## config.mk

```make
export PLATFORM = sky130hd
export DESIGN_NAME = pipe_top
export DESIGN_NICKNAME = d
export VERILOG_FILES = /design/src/hw/pipe_pkg.sv /design/src/hw/pipe_top.sv /design/src/hw/pipe_wb_stage.sv /design/src/hw/pipe_e2_stage.sv /design/src/hw/pipe_e1_stage.sv /design/src/hw/pipe_ctrl.sv
export SDC_FILE = /design/constraint.sdc
export NUM_CORES = 1
export LEC_CHECK = 0
export ABC_CLOCK_PERIOD_IN_PS = 42500
export BUFFER_PORTS_ARGS = -buffer_cell sky130_fd_sc_hd__buf_4
export CAP_MARGIN = 40
export CORE_AREA = 8 8 255 257
export DETAILED_ROUTE_END_ITERATION = 10
export DIE_AREA = 0 0 263 265
export PLACE_DENSITY = 0.46
export SLEW_MARGIN = 25
export SYNTH_ARGS = -nofsm -noshare
export SYNTH_HDL_FRONTEND = slang
export SYNTH_SLANG_ARGS = --single-unit
```

## constraint.sdc

```tcl
create_clock -name clk_i -period 42.5 [get_ports clk_i]
set_input_delay 8.5 -clock clk_i [delete_from_list [all_inputs] [get_ports clk_i]]
set_output_delay 8.5 -clock clk_i [all_outputs]
set_load 0.02 [all_outputs]
```

## src/hw/pipe_pkg.sv

```systemverilog
//--------------------------------------
// Execute pipeline package
// Widths, field positions, exception
// codes, fault classifier and the
// issue, stage, commit and unit structs
//--------------------------------------
package pipe_pkg;

    localparam int XLEN      = 32;
    localparam int REG_IDX_W = 5;
    localparam int EXC_W     = 6;
    localparam int RD_LSB    = 7;   // rd field in opcode
    localparam int PC_STEP   = 4;

    //--------------------------------------
    // Exception codes
    //--------------------------------------
    localparam logic [EXC_W-1:0] EXC_NONE             = 6'h00;
    localparam logic [EXC_W-1:0] EXC_MISALIGNED_FETCH = 6'h10;
    localparam logic [EXC_W-1:0] EXC_MISALIGNED_LOAD  = 6'h14;
    localparam logic [EXC_W-1:0] EXC_FAULT_LOAD       = 6'h15;
    localparam logic [EXC_W-1:0] EXC_MISALIGNED_STORE = 6'h16;
    localparam logic [EXC_W-1:0] EXC_FAULT_STORE      = 6'h17;
    localparam logic [EXC_W-1:0] EXC_PAGE_FAULT_LOAD  = 6'h1d;
    localparam logic [EXC_W-1:0] EXC_PAGE_FAULT_STORE = 6'h1f;
    localparam logic [EXC_W-1:0] EXC_INTERRUPT        = 6'h20;  // Top bit marks interrupt

    // Faults raised by the memory unit
    function automatic logic is_mem_fault(input logic [EXC_W-1:0] code);
        logic hit;
        case (code)
            EXC_MISALIGNED_LOAD,
            EXC_FAULT_LOAD,
            EXC_MISALIGNED_STORE,
            EXC_FAULT_STORE,
            EXC_PAGE_FAULT_LOAD,
            EXC_PAGE_FAULT_STORE: hit = 1'b1;
            default:              hit = 1'b0;
        endcase
        return hit;
    endfunction

    //--------------------------------------
    // Structs
    //--------------------------------------
    typedef struct packed {
        logic             valid;
        logic             lsu;
        logic             mul;
        logic             branch;
        logic             rd_valid;
        logic             branch_taken;
        logic [XLEN-1:0]  branch_target;
        logic [XLEN-1:0]  pc;
        logic [XLEN-1:0]  opcode;
        logic [XLEN-1:0]  operand_ra;
        logic [XLEN-1:0]  operand_rb;
        logic [EXC_W-1:0] exception;
    } issue_s;

    typedef struct packed {
        logic alu;
        logic load;
        logic store;
        logic mul;
        logic branch;
        logic rd_valid;
        logic intr;
    } ctrl_s;

    typedef struct packed {
        logic             valid;
        ctrl_s            ctrl;
        logic [XLEN-1:0]  pc;
        logic [XLEN-1:0]  npc;
        logic [XLEN-1:0]  opcode;
        logic [XLEN-1:0]  operand_ra;
        logic [XLEN-1:0]  operand_rb;
        logic [EXC_W-1:0] exception;
        logic [XLEN-1:0]  result;
    } stage_s;

    typedef struct packed {
        logic                 valid;
        logic [REG_IDX_W-1:0] rd;
        logic [XLEN-1:0]      result;
        logic [XLEN-1:0]      pc;
        logic [XLEN-1:0]      npc;
        logic [XLEN-1:0]      opcode;
        logic [EXC_W-1:0]     exception;
    } commit_s;

    typedef struct packed {
        logic [XLEN-1:0]  alu_result;
        logic             mem_complete;
        logic [XLEN-1:0]  mem_result;
        logic [EXC_W-1:0] mem_exception;
        logic [XLEN-1:0]  mul_result;
    } exu_s;

endpackage
```

## src/hw/pipe_top.sv

```systemverilog
//--------------------------------------
// Execute pipeline top
// Control block plus E1, E2, WB stages
//--------------------------------------
`timescale 1ns/1ps

module pipe_top (
    input  logic                            clk_i,
    input  logic                            rst_i,
    input  pipe_pkg::issue_s                issue_i,
    input  logic                            take_interrupt_i,
    input  logic                            stall_i,
    input  pipe_pkg::exu_s                  exu_i,
    output pipe_pkg::stage_s                e1_o,
    output logic [pipe_pkg::REG_IDX_W-1:0]  rd_e2_o,
    output logic [pipe_pkg::XLEN-1:0]       result_e2_o,
    output pipe_pkg::commit_s               commit_o,
    output logic                            stall_o,
    output logic                            squash_o
);

    import pipe_pkg::*;

    stage_s           e2_w;
    logic [EXC_W-1:0] exc_e2_w;

    pipe_ctrl u_ctrl (
        .clk_i    (clk_i),
        .rst_i    (rst_i),
        .stall_i  (stall_i),
        .e1_i     (e1_o),
        .e2_i     (e2_w),
        .exu_i    (exu_i),
        .stall_o  (stall_o),
        .squash_o (squash_o),
        .exc_e2_o (exc_e2_w)
    );

    pipe_e1_stage u_e1 (
        .clk_i            (clk_i),
        .rst_i            (rst_i),
        .issue_i          (issue_i),
        .take_interrupt_i (take_interrupt_i),
        .stall_i          (stall_i),
        .squash_i         (squash_o),
        .e1_o             (e1_o)
    );

    pipe_e2_stage u_e2 (
        .clk_i    (clk_i),
        .rst_i    (rst_i),
        .stall_i  (stall_i),
        .squash_i (squash_o),
        .e1_i     (e1_o),
        .exu_i    (exu_i),
        .e2_o     (e2_w),
        .result_o (result_e2_o),
        .rd_o     (rd_e2_o)
    );

    // Commit takes the bypassed E2 result
    pipe_wb_stage u_wb (
        .clk_i    (clk_i),
        .rst_i    (rst_i),
        .stall_i  (stall_i),
        .e2_i     (e2_w),
        .result_i (result_e2_o),
        .exc_e2_i (exc_e2_w),
        .commit_o (commit_o)
    );

endmodule

```

## src/hw/pipe_wb_stage.sv

```systemverilog
//--------------------------------------
// Writeback commit register
// Fault handling and rd suppression
//--------------------------------------
`timescale 1ns/1ps

module pipe_wb_stage (
    input  logic                        clk_i,
    input  logic                        rst_i,
    input  logic                        stall_i,
    input  pipe_pkg::stage_s            e2_i,
    input  logic [pipe_pkg::XLEN-1:0]   result_i,
    input  logic [pipe_pkg::EXC_W-1:0]  exc_e2_i,
    output pipe_pkg::commit_s           commit_o
);

    import pipe_pkg::*;

    logic             valid_q;
    logic             rd_valid_q;
    logic [EXC_W-1:0] exc_q;
    logic [XLEN-1:0]  result_q;
    logic [XLEN-1:0]  pc_q;
    logic [XLEN-1:0]  npc_q;
    logic [XLEN-1:0]  opcode_q;
    logic             valid_w;

    always_ff @(posedge clk_i or posedge rst_i)
    begin
        if (rst_i)
        begin
            valid_q    <= 1'b0;
            rd_valid_q <= 1'b0;
            exc_q      <= EXC_NONE;
        end
        else if (!stall_i)
        begin
            // Memory faults never retire
            valid_q    <= e2_i.valid & ~is_mem_fault(exc_e2_i);
            rd_valid_q <= e2_i.ctrl.rd_valid & ~(|exc_e2_i);
            exc_q      <= exc_e2_i;
        end
    end

    always_ff @(posedge clk_i)
    begin
        if (!stall_i)
        begin
            result_q <= result_i;       // Bypassed E2 value
            pc_q     <= e2_i.pc;
            npc_q    <= e2_i.npc;
            opcode_q <= e2_i.opcode;
        end
    end

    //--------------------------------------
    // Commit bundle
    //--------------------------------------
    assign valid_w = valid_q & ~stall_i;

    always_comb
    begin
        commit_o.valid     = valid_w;
        commit_o.rd        = (valid_w && rd_valid_q) ? opcode_q[RD_LSB +: REG_IDX_W] : '0;
        commit_o.result    = result_q;
        commit_o.pc        = pc_q;
        commit_o.npc       = npc_q;
        commit_o.opcode    = opcode_q;
        commit_o.exception = exc_q;
    end

endmodule

```

## src/hw/pipe_e2_stage.sv

```systemverilog
//--------------------------------------
// E2 result stage
// ALU capture, memory and multiply
// bypass, destination forward
//--------------------------------------
`timescale 1ns/1ps

module pipe_e2_stage (
    input  logic                            clk_i,
    input  logic                            rst_i,
    input  logic                            stall_i,
    input  logic                            squash_i,
    input  pipe_pkg::stage_s                e1_i,
    input  pipe_pkg::exu_s                  exu_i,
    output pipe_pkg::stage_s                e2_o,
    output logic [pipe_pkg::XLEN-1:0]       result_o,
    output logic [pipe_pkg::REG_IDX_W-1:0]  rd_o
);

    import pipe_pkg::*;

    logic             valid_q;
    ctrl_s            ctrl_q;
    logic [EXC_W-1:0] exc_q;
    logic [XLEN-1:0]  pc_q;
    logic [XLEN-1:0]  npc_q;
    logic [XLEN-1:0]  opcode_q;
    logic [XLEN-1:0]  ra_q;
    logic [XLEN-1:0]  rb_q;
    logic [XLEN-1:0]  result_q;

    logic             active_w;
    logic             mem_op_w;
    logic             mem_wait_w;

    always_ff @(posedge clk_i or posedge rst_i)
    begin
        if (rst_i)
        begin
            valid_q <= 1'b0;
            ctrl_q  <= '0;
            exc_q   <= EXC_NONE;
        end
        else if (!stall_i)
        begin
            if (squash_i)
            begin
                valid_q <= 1'b0;
                ctrl_q  <= '0;
                exc_q   <= EXC_NONE;
            end
            else
            begin
                valid_q <= e1_i.valid;
                ctrl_q  <= e1_i.ctrl;
                if (e1_i.ctrl.intr)
                    exc_q <= EXC_INTERRUPT;
                else if (|e1_i.exception)
                begin
                    // Faulting op continues only to report its cause
                    valid_q <= 1'b0;
                    exc_q   <= e1_i.exception;
                end
                else
                    exc_q <= EXC_NONE;
            end
        end
    end

    always_ff @(posedge clk_i)
    begin
        if (!stall_i)
        begin
            pc_q     <= e1_i.pc;
            npc_q    <= e1_i.npc;
            opcode_q <= e1_i.opcode;
            ra_q     <= e1_i.operand_ra;
            rb_q     <= e1_i.operand_rb;
            result_q <= exu_i.alu_result;   // Sampled while op sits in E1
        end
    end

    //--------------------------------------
    // Bypass and destination
    //--------------------------------------
    assign active_w   = valid_q & ~stall_i;
    assign mem_op_w   = ctrl_q.load | ctrl_q.store;
    assign mem_wait_w = mem_op_w & ~exu_i.mem_complete;

    always_comb
    begin
        result_o = result_q;
        if (active_w && mem_op_w)
            result_o = exu_i.mem_result;
        else if (active_w && ctrl_q.mul)
            result_o = exu_i.mul_result;
    end

    assign rd_o = (active_w && ctrl_q.rd_valid && !mem_wait_w) ?
                  opcode_q[RD_LSB +: REG_IDX_W] : '0;

    always_comb
    begin
        e2_o.valid      = valid_q;
        e2_o.ctrl       = ctrl_q;
        e2_o.pc         = pc_q;
        e2_o.npc        = npc_q;
        e2_o.opcode     = opcode_q;
        e2_o.operand_ra = ra_q;
        e2_o.operand_rb = rb_q;
        e2_o.exception  = exc_q;
        e2_o.result     = result_q;
    end

endmodule

```

## src/hw/pipe_e1_stage.sv

```systemverilog
//--------------------------------------
// E1 issue capture
// Unit decode, next PC and the
// misaligned branch target check
//--------------------------------------
`timescale 1ns/1ps

module pipe_e1_stage (
    input  logic              clk_i,
    input  logic              rst_i,
    input  pipe_pkg::issue_s  issue_i,
    input  logic              take_interrupt_i,
    input  logic              stall_i,
    input  logic              squash_i,
    output pipe_pkg::stage_s  e1_o
);

    import pipe_pkg::*;

    logic             take_w;
    logic             br_misaligned_w;
    ctrl_s            ctrl_w;
    logic [EXC_W-1:0] exc_w;

    logic             valid_q;
    ctrl_s            ctrl_q;
    logic [EXC_W-1:0] exc_q;
    logic [XLEN-1:0]  pc_q;
    logic [XLEN-1:0]  npc_q;
    logic [XLEN-1:0]  opcode_q;
    logic [XLEN-1:0]  ra_q;
    logic [XLEN-1:0]  rb_q;

    assign take_w = issue_i.valid & ~stall_i & ~squash_i;

    assign br_misaligned_w = issue_i.branch_taken & (|issue_i.branch_target[1:0]);

    //--------------------------------------
    // Decode
    //--------------------------------------
    always_comb
    begin
        ctrl_w.alu      = ~(issue_i.lsu | issue_i.mul);
        ctrl_w.load     = issue_i.lsu &  issue_i.rd_valid & ~take_interrupt_i;
        ctrl_w.store    = issue_i.lsu & ~issue_i.rd_valid & ~take_interrupt_i;
        ctrl_w.mul      = issue_i.mul & ~take_interrupt_i;
        ctrl_w.branch   = issue_i.branch & ~take_interrupt_i;
        ctrl_w.rd_valid = issue_i.rd_valid & ~take_interrupt_i;
        ctrl_w.intr     = take_interrupt_i;
    end

    // Issue side fault first, then bad branch target
    assign exc_w = (|issue_i.exception) ? issue_i.exception :
                   br_misaligned_w      ? EXC_MISALIGNED_FETCH : EXC_NONE;

    always_ff @(posedge clk_i or posedge rst_i)
    begin
        if (rst_i)
        begin
            valid_q <= 1'b0;
            ctrl_q  <= '0;
            exc_q   <= EXC_NONE;
        end
        else if (!stall_i)
        begin
            valid_q <= take_w;          // Empty slot when nothing taken
            ctrl_q  <= take_w ? ctrl_w : '0;
            exc_q   <= take_w ? exc_w : EXC_NONE;
        end
    end

    always_ff @(posedge clk_i)
    begin
        if (take_w)
        begin
            pc_q     <= issue_i.pc;
            npc_q    <= issue_i.branch_taken ? issue_i.branch_target
                                             : issue_i.pc + XLEN'(PC_STEP);
            opcode_q <= issue_i.opcode;
            ra_q     <= issue_i.operand_ra;
            rb_q     <= issue_i.operand_rb;
        end
    end

    always_comb
    begin
        e1_o.valid      = valid_q;
        e1_o.ctrl       = ctrl_q;
        e1_o.pc         = pc_q;
        e1_o.npc        = npc_q;
        e1_o.opcode     = opcode_q;
        e1_o.operand_ra = ra_q;
        e1_o.operand_rb = rb_q;
        e1_o.exception  = exc_q;
        e1_o.result     = '0;   // ALU answers during E1
    end

endmodule

```

## src/hw/pipe_ctrl.sv

```systemverilog
//--------------------------------------
// Pipeline control
// Memory stall, E2 exception merge and
// the two cycle E1/E2 squash
//--------------------------------------
`timescale 1ns/1ps

module pipe_ctrl (
    input  logic                        clk_i,
    input  logic                        rst_i,
    input  logic                        stall_i,
    input  pipe_pkg::stage_s            e1_i,
    input  pipe_pkg::stage_s            e2_i,
    input  pipe_pkg::exu_s              exu_i,
    output logic                        stall_o,
    output logic                        squash_o,
    output logic [pipe_pkg::EXC_W-1:0]  exc_e2_o
);

    import pipe_pkg::*;

    logic mem_op_e2_w;
    logic squash_w;
    logic squash_q;

    assign mem_op_e2_w = e2_i.ctrl.load | e2_i.ctrl.store;

    // Memory access in E2 waits for the LSU
    assign stall_o = mem_op_e2_w & ~exu_i.mem_complete;

    //--------------------------------------
    // Exception merge
    //--------------------------------------
    always_comb
    begin
        if (e2_i.valid && mem_op_e2_w && exu_i.mem_complete)
            exc_e2_o = exu_i.mem_exception;     // LSU fault wins over nothing
        else
            exc_e2_o = e2_i.exception;
    end

    assign squash_w = |exc_e2_o;

    // Second squash cycle
    always_ff @(posedge clk_i or posedge rst_i)
    begin
        if (rst_i)
            squash_q <= 1'b0;
        else if (!stall_i)
            squash_q <= squash_w;
    end

    assign squash_o = squash_w | squash_q;

endmodule

```

[Yosys cells after proc, flatten, opt, wreduce, memory -nomap -nowiden]
Index checks and enable logic that the tools add are counted.
Word-level totals
  register bits: 450
  bits of input ports: 279
  output and inout port bits: 385
  word-level logic and storage cells: 97
Cells by class
  add/subtract/negate cells: 1
  eq/ne operators: 6
  muxes and demuxes: 19
  bitwise gates (word level): 26
  reductions and logical operators: 13
Operators with widths (number)
  $mux 32: 3
  $mux 6: 7
  $eq 6x5->1 const B: 6
  $add 32x3->32 const B: 1
  $reduce_or 6->1: 4
  $and 1x1->1: 15
  $mux 5: 3
  $not 1->1: 8
  $logic_and 1x1->1: 7
  $mux 7: 1
  $mux 1: 5
  $or 1x1->1: 3
  $reduce_or 2->1: 1
  $logic_not 1->1: 1

[Longest topological paths before layout]
Gate-level depths: netlist of run 1.
  word-level depth: 10
  gate-level depth with buffers: 7
  mapped depth without buffers: 5

[Modules after synthesis]
From an unflattened synthesis of run 1, not the netlist that was laid out.
Second synthesis, totals
  cell total of the unflattened synthesis: 920
  area, all modules: 18457.7 um^2
Modules (own cells, without submodules)
  pipe_e2_stage: times used 1, cells each 336, area each 7439.6 um^2, sequential area each 6115.9 um^2
  pipe_e1_stage: times used 1, cells each 405, area each 6578.8 um^2, sequential area each 5154.9 um^2
  pipe_wb_stage: times used 1, cells each 160, area each 4246.6 um^2, sequential area each 4043.9 um^2
  pipe_ctrl: times used 1, cells each 19, area each 192.7 um^2, sequential area each 25.0 um^2

[Worst setup path after synthesis of run 1]
No wires, ideal clock.
  path type: input-to-reg
  start: in exu_i[70] (netlist bit)
  end: reg u_e1.npc_q[0], enable pin
  setup time: 1.079 ns
  data arrival time: 24.331 ns
  required time: 41.421 ns
  slack: 17.090 ns
  stages on the path: 5
  path buffers: 1
  cells stage by stage: o211ai_1 > clkbuf_1 > nand3_1 > o21ai_0 > nor4bb_1
On the way
  cells in the longest elaborated chain, start to end: 6
RTL lines
  start, declared: RTL line pipe_top.sv:13  | input pipe_pkg::exu_s exu_i,
  $logic_and 1x1->1: RTL line pipe_ctrl.sv:36  | if (e2_i.valid && mem_op_e2_w && exu_i.mem_complete)
  $mux 6: RTL line pipe_ctrl.sv:36
  $reduce_or 6->1: RTL line pipe_ctrl.sv:42  | assign squash_w = |exc_e2_o;
  $or 1x1->1: RTL line pipe_ctrl.sv:53  | assign squash_o = squash_w | squash_q;
  $not 1->1: RTL line pipe_e1_stage.sv:34  | assign take_w = issue_i.valid & ~stall_i & ~squash_i;
  $and 1x1->1: RTL line pipe_e1_stage.sv:34
  via u_e1.take_w: RTL line pipe_e1_stage.sv:20  | logic take_w;
  end signal, assigned: RTL line pipe_e1_stage.sv:77  | npc_q <= issue_i.branch_taken ? issue_i.branch_target
  end, declared: RTL line pipe_e1_stage.sv:29  | logic [XLEN-1:0] npc_q;
The timed path passes the listed nets, and every way through them passes these cells.
A chain may end at the register's enable or synchronous reset.

[Worst setup path in the final report of run 1]
  start: in stall_i
  end: out result_e2_o[28] (netlist bit)
On the way
  cells in the longest elaborated chain, start to end: 5
  elaborated cells between the ends (all ways): 6
  those cells by class: mux (2); bitwise (2); reduce/logical (2)
RTL lines
  start, declared: RTL line pipe_top.sv:12  | input logic stall_i,
  $not 1->1 *: RTL line pipe_e2_stage.sv:86  | assign active_w = valid_q & ~stall_i;
  $and 1x1->1 *: RTL line pipe_e2_stage.sv:86
  $logic_and 1x1->1: RTL line pipe_e2_stage.sv:95  | else if (active_w && ctrl_q.mul)
  $mux 32: RTL line pipe_e2_stage.sv:95
  $mux 32 *: RTL line pipe_e2_stage.sv:93  | if (active_w && mem_op_w)
  end, declared: RTL line pipe_top.sv:16  | output logic [pipe_pkg::XLEN-1:0] result_e2_o,
Mark *: on every way between the ends. The rest lies on a longest branch, timed or not.

==> parameters.txt, run 1 <==
Parameter                              Value

Synthesis
  Synthesized cell area ... 15910 um^2
  Adder and majority gate portion of the synthesized area ... 0.0007864
  Count of different cell masters after synthesis ... 44
  Sequential element share of the synthesized area ... 0.8386
  Count of mapped cells out of synthesis ... 868
  Mean post-synth cell area ... 18.33 um^2
  Share of the synthesized area in the top cell type ... 0.7852
  Mux share of post-synthesis cell area ... 0.02540
  Top area cells in the synthesized netlist ... sky130_fd_sc_hd__edfxtp_1 79%, sky130_fd_sc_hd__dfrtp_1 5.3%, sky130_fd_sc_hd__mux2i_1 2.3%, sky130_fd_sc_hd__o21ai_0 1.7%, sky130_fd_sc_hd__nand2_1 1.7%
  Dominant combinational cell family by area after synthesis ... simple AND/OR/NAND/NOR gates
  Synthesized-area fraction occupied by ao, oa, aoi and oai cells ... 0.04891
  Synth warn ... 0
  Seq cells post-synth ... 450
  Fraction of registers with async set/reset ... 0.07556
  Prevailing post-synth register cell ... sky130_fd_sc_hd__edfxtp_1
  Post-synth EDFFs ... 416
  Top cell type by total area after synthesis ... sky130_fd_sc_hd__edfxtp_1
  Simple-gate area share of the yosys netlist ... 0.05450
  Synth Area in XOR/XNOR ... 0.006055

Pwr
  Peak supply drop ... 30.19 uV
  Internal power ... 0.9154 mW
  Switching power as a share of total power ... 0.2784
  Leakage Power ... 9.467 nW
  Pwr dens ... 54.55 nW/um^2
  Logic pwr share ... 0.187
  Clock network fraction of total power ... 0.341
  Sequential Power Share ... 0.472
  Switching power summed over all nets ... 0.3532 mW
  Overall Power ... 1.269 mW

STA
  Final setup violation count ... 0
  Setup repair after global routing missed its margin ... no
  Final number of max-transition violations ... 0
  Final TNS setup ... 0 ns
  Slew margin rel. ... 0.4646
  Slew of the pin with the lowest slew margin ... 0.8032 ns
  Min cycle time layout ... 19.00 ns
  Final worst-path cycle share ... 0.4471
  Clock skew after layout ... 0.02788 ns
  Count of endpoints failing hold in the final timing report ... 0
  Maximum clock frequency ... 0.05263 GHz

Worst hold path
  Worst hold path endpoint ... u_wb.pc_q[10]
  Classification of the worst-slack hold path ... reg -> reg
  Cell count of the worst hold path ... 0
  Hold path start ... u_e2.pc_q[10]

Clock tree
  CTS tree ... built
  Clock root buffer ... sky130_fd_sc_hd__clkbuf_16
  Total number of H-tree levels ... 2
  Number of buffers inserted during clock tree synthesis ... 51
  Max Buffers Root-to-Sink ... 3
  Source-to-sink clock delay at the later pin of the worst-skew pair ... 0.58 ns
  Hold-fix buffers, CTS ... 0
  Clk slew on worst S/H paths ... 0.07 ns
  Resized Gates After CTS ... 0
  Postcts setup bufs ... 0
  Total clock sinks ... 450

Floorplanning
  Starting density of the core ... 0.2607
  Cell Rows ... 91
  Die extent in x ... 263 um
  Die area ... 69700 um^2
  Number of I/O pins ... 664
  DIE HEIGHT ... 265 um
  Standard cell core area ... 61030 um^2

Placed design
  GPL Wtd Cong ... 0.7982
  HPWL after DPL ... 41280 um
  Number of port buffers ... 631
  Placed cell count ... 2269

Routing
  Detailed-route via count ... 10010
  Post-detailed-route wirelength per cell ... 22.71 um
  Ratio of routed vias to standard cells ... 4.236
  Antenna violation net count after detailed routing ... 0
  Number of DRC markers in iteration 0 ... 679
  Remaining DRCs ... 0
  Aggregate routed wire length ... 53660 um
  Number of iterations in the first detailed-routing pass ... 5

Critical path
  Type of destination of the critical path ... output pin
  Worst setup path startpoint ... stall_i
  Reg-to-reg critical path endpoint ... u_e1.rb_q[16]
  Cells on worst reg2reg path ... 6
  Kind of start point of the critical path ... input port
  Worst reg2reg startpoint ... u_e2.e2_o[203]
  CP Data Required Time ... 34.00 ns
  Setup CP Type ... in -> out
  FF-to-FF setup slack ... 39.02 ns
  Arrival @ worst endpoint ... 10.50 ns
  Worst Path Max Fanout ... 46

Cells and area
  Share of layout cells above drive strength 1 ... 0.4647
  Most frequent standard cell in the layout excluding fill and tap cells ... sky130_fd_sc_hd__buf_4
  Final-stage net count ... 1813
  P&R area growth vs syn ... 46.15%
  Fill cells ... 5835
  Area of the multi-input gates ... 2307 um^2
  Non-filler instance count after layout ... 2363
  Most frequent cells in the layout ... 639 x sky130_fd_sc_hd__buf_4, 416 x sky130_fd_sc_hd__edfxtp_1, 70 x sky130_fd_sc_hd__nand2_1, 55 x sky130_fd_sc_hd__o21ai_0, 52 x sky130_fd_sc_hd__clkbuf_16
  Area taken by flip-flops and latches ... 13340 um^2

Global routing
  Leftover overflow at the end of global routing ... 0
  Antenna violations before repair ... 5
  Via count of the first global-routing pass ... 10370
  Maximum number of pins on one net before global-route repair ... 114
  Gr usage total ... 0.1447
  First-pass GRT wire length ... 74980 um

Flow run
  Number of maximum-capacitance violations ... 0

Run status
  Run status ... finished, final reports clean
==> critical path, cell delays in order <==
cell and delay, ns:
sky130_fd_sc_hd__buf_4 0.27, sky130_fd_sc_hd__nor2b_1 0.32, sky130_fd_sc_hd__nand2_2 0.44, sky130_fd_sc_hd__buf_16 0.34, sky130_fd_sc_hd__mux2i_1 0.12, sky130_fd_sc_hd__o21ai_0 0.27, sky130_fd_sc_hd__buf_4 0.21
==> flip-flops by register name, indices dropped and copies added, names as in the netlist, 32 cells and up <==
signal	cells
u_e2.pc_q	32
u_e2.result_q	32
u_e1.rb_q	32
u_wb.result_q	32
u_e2.npc_q	32
u_e1.opcode_q	32
u_wb.opcode_q	32
u_wb.npc_q	32
u_e1.npc_q	32
u_e2.opcode_q	32
u_e1.ra_q	32
u_wb.pc_q	32
u_e1.pc_q	32
==> cells in the mapped netlist, types with 10 or more instances <==
master	n
sky130_fd_sc_hd__a22o_1	19
sky130_fd_sc_hd__a31oi_1	15
sky130_fd_sc_hd__buf_4	34
sky130_fd_sc_hd__clkbuf_1	23
sky130_fd_sc_hd__dfrtp_1	34
sky130_fd_sc_hd__edfxtp_1	416
sky130_fd_sc_hd__mux2i_1	37
sky130_fd_sc_hd__nand2_1	71
sky130_fd_sc_hd__nand3_1	10
sky130_fd_sc_hd__nor2_1	26
sky130_fd_sc_hd__o21ai_0	55
sky130_fd_sc_hd__o31ai_1	12
sky130_fd_sc_hd__or4_1	15
==> per-layer routing <==
layer,share of wire,vias up,global-route usage
met5,0.00032,-,0
met3,0.11,71,0.07098
met2,0.51,424,0.2556
li1,-,4646,-
met4,0.024,2,0.03991
met1,0.35,4867,0.1527
==> through the flow <==
stage | instance area [um^2] | setup WS (ns) | hold slack (ns) | util
after floorplan | 16030 | 17.09 | 0.4003 | -
after global placement | 21470 | 23.29 | 0.4006 | 0.3517
after detailed placement | 21590 | 23.50 | 0.4045 | 0.3537
after CTS | 23220 | 23.49 | 0.4077 | 0.3805
after global routing | 23250 | 23.36 | 0.4129 | 0.3810
final | 23250 | 23.50 | 0.4102 | 0.3810
==> cells by family (layout without fill, tap and decap cells) <==
logic type	after synthesis	in the layout
AOI/OAI and AO/OA	120	120
xor gates and xnor gates	11	11
adders and majority gates	1	1
buffers and inverters	72	744
DFF	450	450
muxes	40	40
other	1	34
and+or+nand+nor	173	173
==> power groups by stage <==
stage / Combinational (mW) / Clock (mW) / Sequential [mW]
2_1_floorplan: 0.0540 / 0 / 0.679
3_3_place_gp: 0.242 / 0 / 0.607
3_5_place_dp: 0.243 / 0 / 0.609
4_1_cts: 0.244 / 0.449 / 0.600
5_1_grt: 0.252 / 0.463 / 0.606
6_report: 0.237 / 0.432 / 0.599
==> worst max-delay path by stage <==
stage / endpoint / slack [ns] / cells after the start
floorplan: u_e1.npc_q[0] / 17.09 / 5
global placement: result_e2_o[1] / 23.29 / 5
detailed placement: result_e2_o[29] / 23.50 / 7
global route: result_e2_o[29] / 23.36 / 7
CTS: result_e2_o[28] / 23.49 / 7
finish: result_e2_o[28] / 23.50 / 7
==> layout make-up <==
class | count | area share
clock buffer | 62 | 0.05800
tap | 790 | 0.04251
clock inverter | 29 | 0.01227
antenna | 2 | 0.0002152
timing repair buffer | 644 | 0.2122
multi-input combinational | 377 | 0.09922
inverter | 9 | 0.001776
sequential | 450 | 0.5738
No activity file was read; power rests on OpenSTA's default activity.
==> inputs of run 2 (changes only) <==
Settings changed: ABC_CLOCK_PERIOD_IN_PS 42500 to 18360.
Clock period 42.5 ns to 18.36 ns, I/O delays scaled along.
==> run 2 against run 1 <==
Compared with the run above: first-iteration DRC count increased by 4.6%; cell count increased by 0.21%; final area decreased by 0.18%; clock-buffer cell count increased by 5; wire length decreased by 0.35%; combinational power increased by 130%; via count increased by 0.38%; global-route usage increased by 0.11 points; clock skew about the same.
==> parameters.txt, run 2 (synthesized netlist as in run 1, its figures left out) <==
Parameter                              Value

Run status
  Run status ... finished, final reports clean (unchanged)

Routing
  Detailed-route via count ... 10050 (was 10010)
  Number of DRC markers in iteration 0 ... 710 (was 679)
  Ratio of routed vias to standard cells ... 4.243 (was 4.236)
  Antenna violation net count after detailed routing ... 0 (unchanged)
  Number of iterations in the first detailed-routing pass ... 4 (was 5)
  Remaining DRCs ... 0 (unchanged)
  Aggregate routed wire length ... 53480 um (was 53660 um)
  Post-detailed-route wirelength per cell ... 22.58 um (was 22.71 um)

STA
  Setup repair after global routing missed its margin ... no (unchanged)
  Slew margin rel. ... 0.4876 (was 0.4646)
  Final setup violation count ... 0 (unchanged)
  Maximum clock frequency ... 0.1077 GHz
  Worst slack on hold paths ... 0.4130 ns (was 0.4102 ns)
  Count of endpoints failing hold in the final timing report ... 0 (unchanged)
  Clock skew after layout ... 0.02763 ns (was 0.02788 ns)
  Final number of max-transition violations ... 0 (unchanged)
  Final TNS setup ... 0 ns (unchanged)
  Min cycle time layout ... 9.282 ns
  Slew of the pin with the lowest slew margin ... 0.7685 ns (was 0.8032 ns)
  Final worst-path cycle share ... 0.5056

Pwr
  Peak supply drop ... 80.63 uV (was 30.19 uV)
  Leakage Power ... 9.466 nW (was 9.467 nW)
  Pwr dens ... 125.9 nW/um^2 (was 54.55 nW/um^2)

Clock tree
  CTS tree ... built (unchanged)
  Clock root buffer ... sky130_fd_sc_hd__clkbuf_16 (unchanged)
  Number of buffers inserted during clock tree synthesis ... 51 (unchanged)
  Total number of H-tree levels ... 2 (unchanged)
  Total clock sinks ... 450 (unchanged)
  Source-to-sink clock delay at the later pin of the worst-skew pair ... 0.58 ns (about the same)
  Clk slew on worst S/H paths ... 0.06 ns (was 0.07 ns)
  Postcts setup bufs ... 0 (unchanged)
  Resized Gates After CTS ... 0 (unchanged)
  Max Buffers Root-to-Sink ... 3 (unchanged)
  Hold-fix buffers, CTS ... 0 (unchanged)

Cells and area
  Most frequent cells in the layout ... 641 x sky130_fd_sc_hd__buf_4, 416 x sky130_fd_sc_hd__edfxtp_1, 70 x sky130_fd_sc_hd__nand2_1, 55 x sky130_fd_sc_hd__o21ai_0, 52 x sky130_fd_sc_hd__clkbuf_16 (was 639 x sky130_fd_sc_hd__buf_4, 416 x sky130_fd_sc_hd__edfxtp_1, 70 x sky130_fd_sc_hd__nand2_1, 55 x sky130_fd_sc_hd__o21ai_0, 52 x sky130_fd_sc_hd__clkbuf_16)
  Share of layout cells above drive strength 1 ... 0.4623 (was 0.4647)
  P&R area growth vs syn ... 45.90% (was 46.15%)
  Final-stage net count ... 1815 (was 1813)
  Most frequent standard cell in the layout excluding fill and tap cells ... sky130_fd_sc_hd__buf_4 (unchanged)
  Area of the multi-input gates ... 2308 um^2 (was 2307 um^2)
  Area taken by flip-flops and latches ... 13340 um^2 (unchanged)
  Fill cells ... 5869 (was 5835)

Critical path
  Arrival @ worst endpoint ... 5.61 ns (was 10.50 ns)
  Kind of start point of the critical path ... input port (unchanged)
  Cells on worst reg2reg path ... 6 (unchanged)
  Crit-path cells ... buf_4, nor2b_1, nor2b_4, buf_4, nand2_1, o21ai_0, buf_4 (was buf_4, nor2b_1, nand2_2, buf_16, mux2i_1, o21ai_0, buf_4)
  Critical path's slowest cell ... sky130_fd_sc_hd__buf_4 (was sky130_fd_sc_hd__nand2_2)
  FF-to-FF setup slack ... 15.27 ns (was 39.02 ns)
  Stage delay of the slowest cell on the critical path ... 0.48 ns (was 0.44 ns)
  Worst Path Max Fanout ... 64 (was 46)
  Reg-to-reg critical path endpoint ... u_e1.ra_q[16] (was u_e1.rb_q[16])
  CP Data Required Time ... 14.69 ns (was 34.00 ns)
  Critical path's most frequent cell ... sky130_fd_sc_hd__buf_4 (unchanged)
  Setup CP Type ... in -> out (unchanged)
  Type of destination of the critical path ... output pin (unchanged)
  Worst reg2reg startpoint ... u_e2.e2_o[202] (was u_e2.e2_o[203])

Floorplanning
  Cell Rows ... 91 (unchanged)
  Number of I/O pins ... 664 (unchanged)
  Standard cell core area ... 61030 um^2 (unchanged)
  DIE HEIGHT ... 265 um (unchanged)
  Die area ... 69700 um^2 (unchanged)
  Die extent in x ... 263 um (unchanged)
  Starting density of the core ... 0.2607 (unchanged)

Global routing
  First-pass GRT wire length ... 75820 um (was 74980 um)
  Maximum number of pins on one net before global-route repair ... 68 (was 114)
  Leftover overflow at the end of global routing ... 0 (unchanged)
  Gr usage total ... 0.1458 (was 0.1447)
  Via count of the first global-routing pass ... 10670 (was 10370)
  Antenna violations before repair ... 4 (was 5)

Placed design
  GPL Wtd Cong ... 0.8328 (was 0.7982)
  HPWL after DPL ... 40700 um (was 41280 um)
  Number of port buffers ... 631 (unchanged)

Worst hold path
  Classification of the worst-slack hold path ... reg -> reg (unchanged)
  Cell count of the worst hold path ... 0 (unchanged)
  Worst hold path endpoint ... u_wb.pc_q[6] (was u_wb.pc_q[10])
  Hold path start ... u_e2.pc_q[6] (was u_e2.pc_q[10])

Flow run
  Number of maximum-capacitance violations ... 0 (unchanged)
==> run 2: cell count changes in the layout (fill, tap and decap cells not counted), moves of 2 or more <==
cell	change
sky130_fd_sc_hd__buf_16	-2
sky130_fd_sc_hd__buf_4	+2
sky130_fd_sc_hd__bufinv_16	-2
sky130_fd_sc_hd__clkbuf_1	+5
sky130_fd_sc_hd__inv_6	+2
==> run 2: power by group <==
| part | switching (mW) | internal (mW) |
|---|---|---|
| clock | 0.415 | 0.569 |
| combinational | 0.339 | 0.216 |
| sequential | 0.0680 | 1.31 |
==> run 2: per-layer routing <==
layer / global-route usage / vias to the layer above / routed length (um)
li1: - / 4655 / -
met1: 0.1532 / 4908 / 19160
met2: 0.2614 / 410 / 27670
met3: 0.06875 / 71 / 5561
met4: 0.03767 / 4 / 1062
met5: 0 / - / 25
==> run 2: worst max-delay path by stage <==
| stage | from | end | slack, ns | depth (start not counted) |
|---|---|---|---|---|
| 5_1_grt | stall_i | result_e2_o[0] | 8.88 | 6 |
| 6_report | stall_i | result_e2_o[24] | 9.08 | 7 |
| 3_5_place_dp | stall_i | result_e2_o[25] | 9.09 | 6 |
| 3_3_place_gp | stall_i | result_e2_o[7] | 8.87 | 6 |
| 4_1_cts | stall_i | result_e2_o[25] | 9.10 | 6 |
| 2_1_floorplan | exu_i[70] | u_e1.npc_q[0] | 4.02 | 5 |
==> run 2: cell type report <==
| type | count | area share |
|---|---|---|
| Antenna cell | 1 | 0.0001078 |
| Clock buffer | 67 | 0.05892 |
| Clock inverter | 28 | 0.01040 |
| Inverter | 9 | 0.001779 |
| Multi-Input combinational cell | 377 | 0.09945 |
| Sequential cell | 450 | 0.5748 |
| Tap cell | 790 | 0.04258 |
| Timing Repair Buffer | 646 | 0.2119 |
==> run 2: metrics by stage <==
stage | cell area [um^2] | cells | util | setup WS, ns | total power, mW
2_1_floorplan | 16030 | 899 | - | 4.016 | 1.677
3_3_place_gp | 21490 | 2267 | 0.3521 | 8.867 | 1.965
3_5_place_dp | 21550 | 2270 | 0.3530 | 9.090 | 1.970
4_1_cts | 23150 | 2365 | 0.3794 | 9.096 | 2.975
5_1_grt | 23210 | 2368 | 0.3804 | 8.877 | 3.050
6_report | 23210 | 2368 | 0.3804 | 9.078 | 2.922
==> run 2: worst max-delay path: cells and delay by family <==
kind | cells | cell delay [ns]
compound gates | 1 | 0.15
simple gates | 3 | 0.77
buf+inv | 3 | 0.95
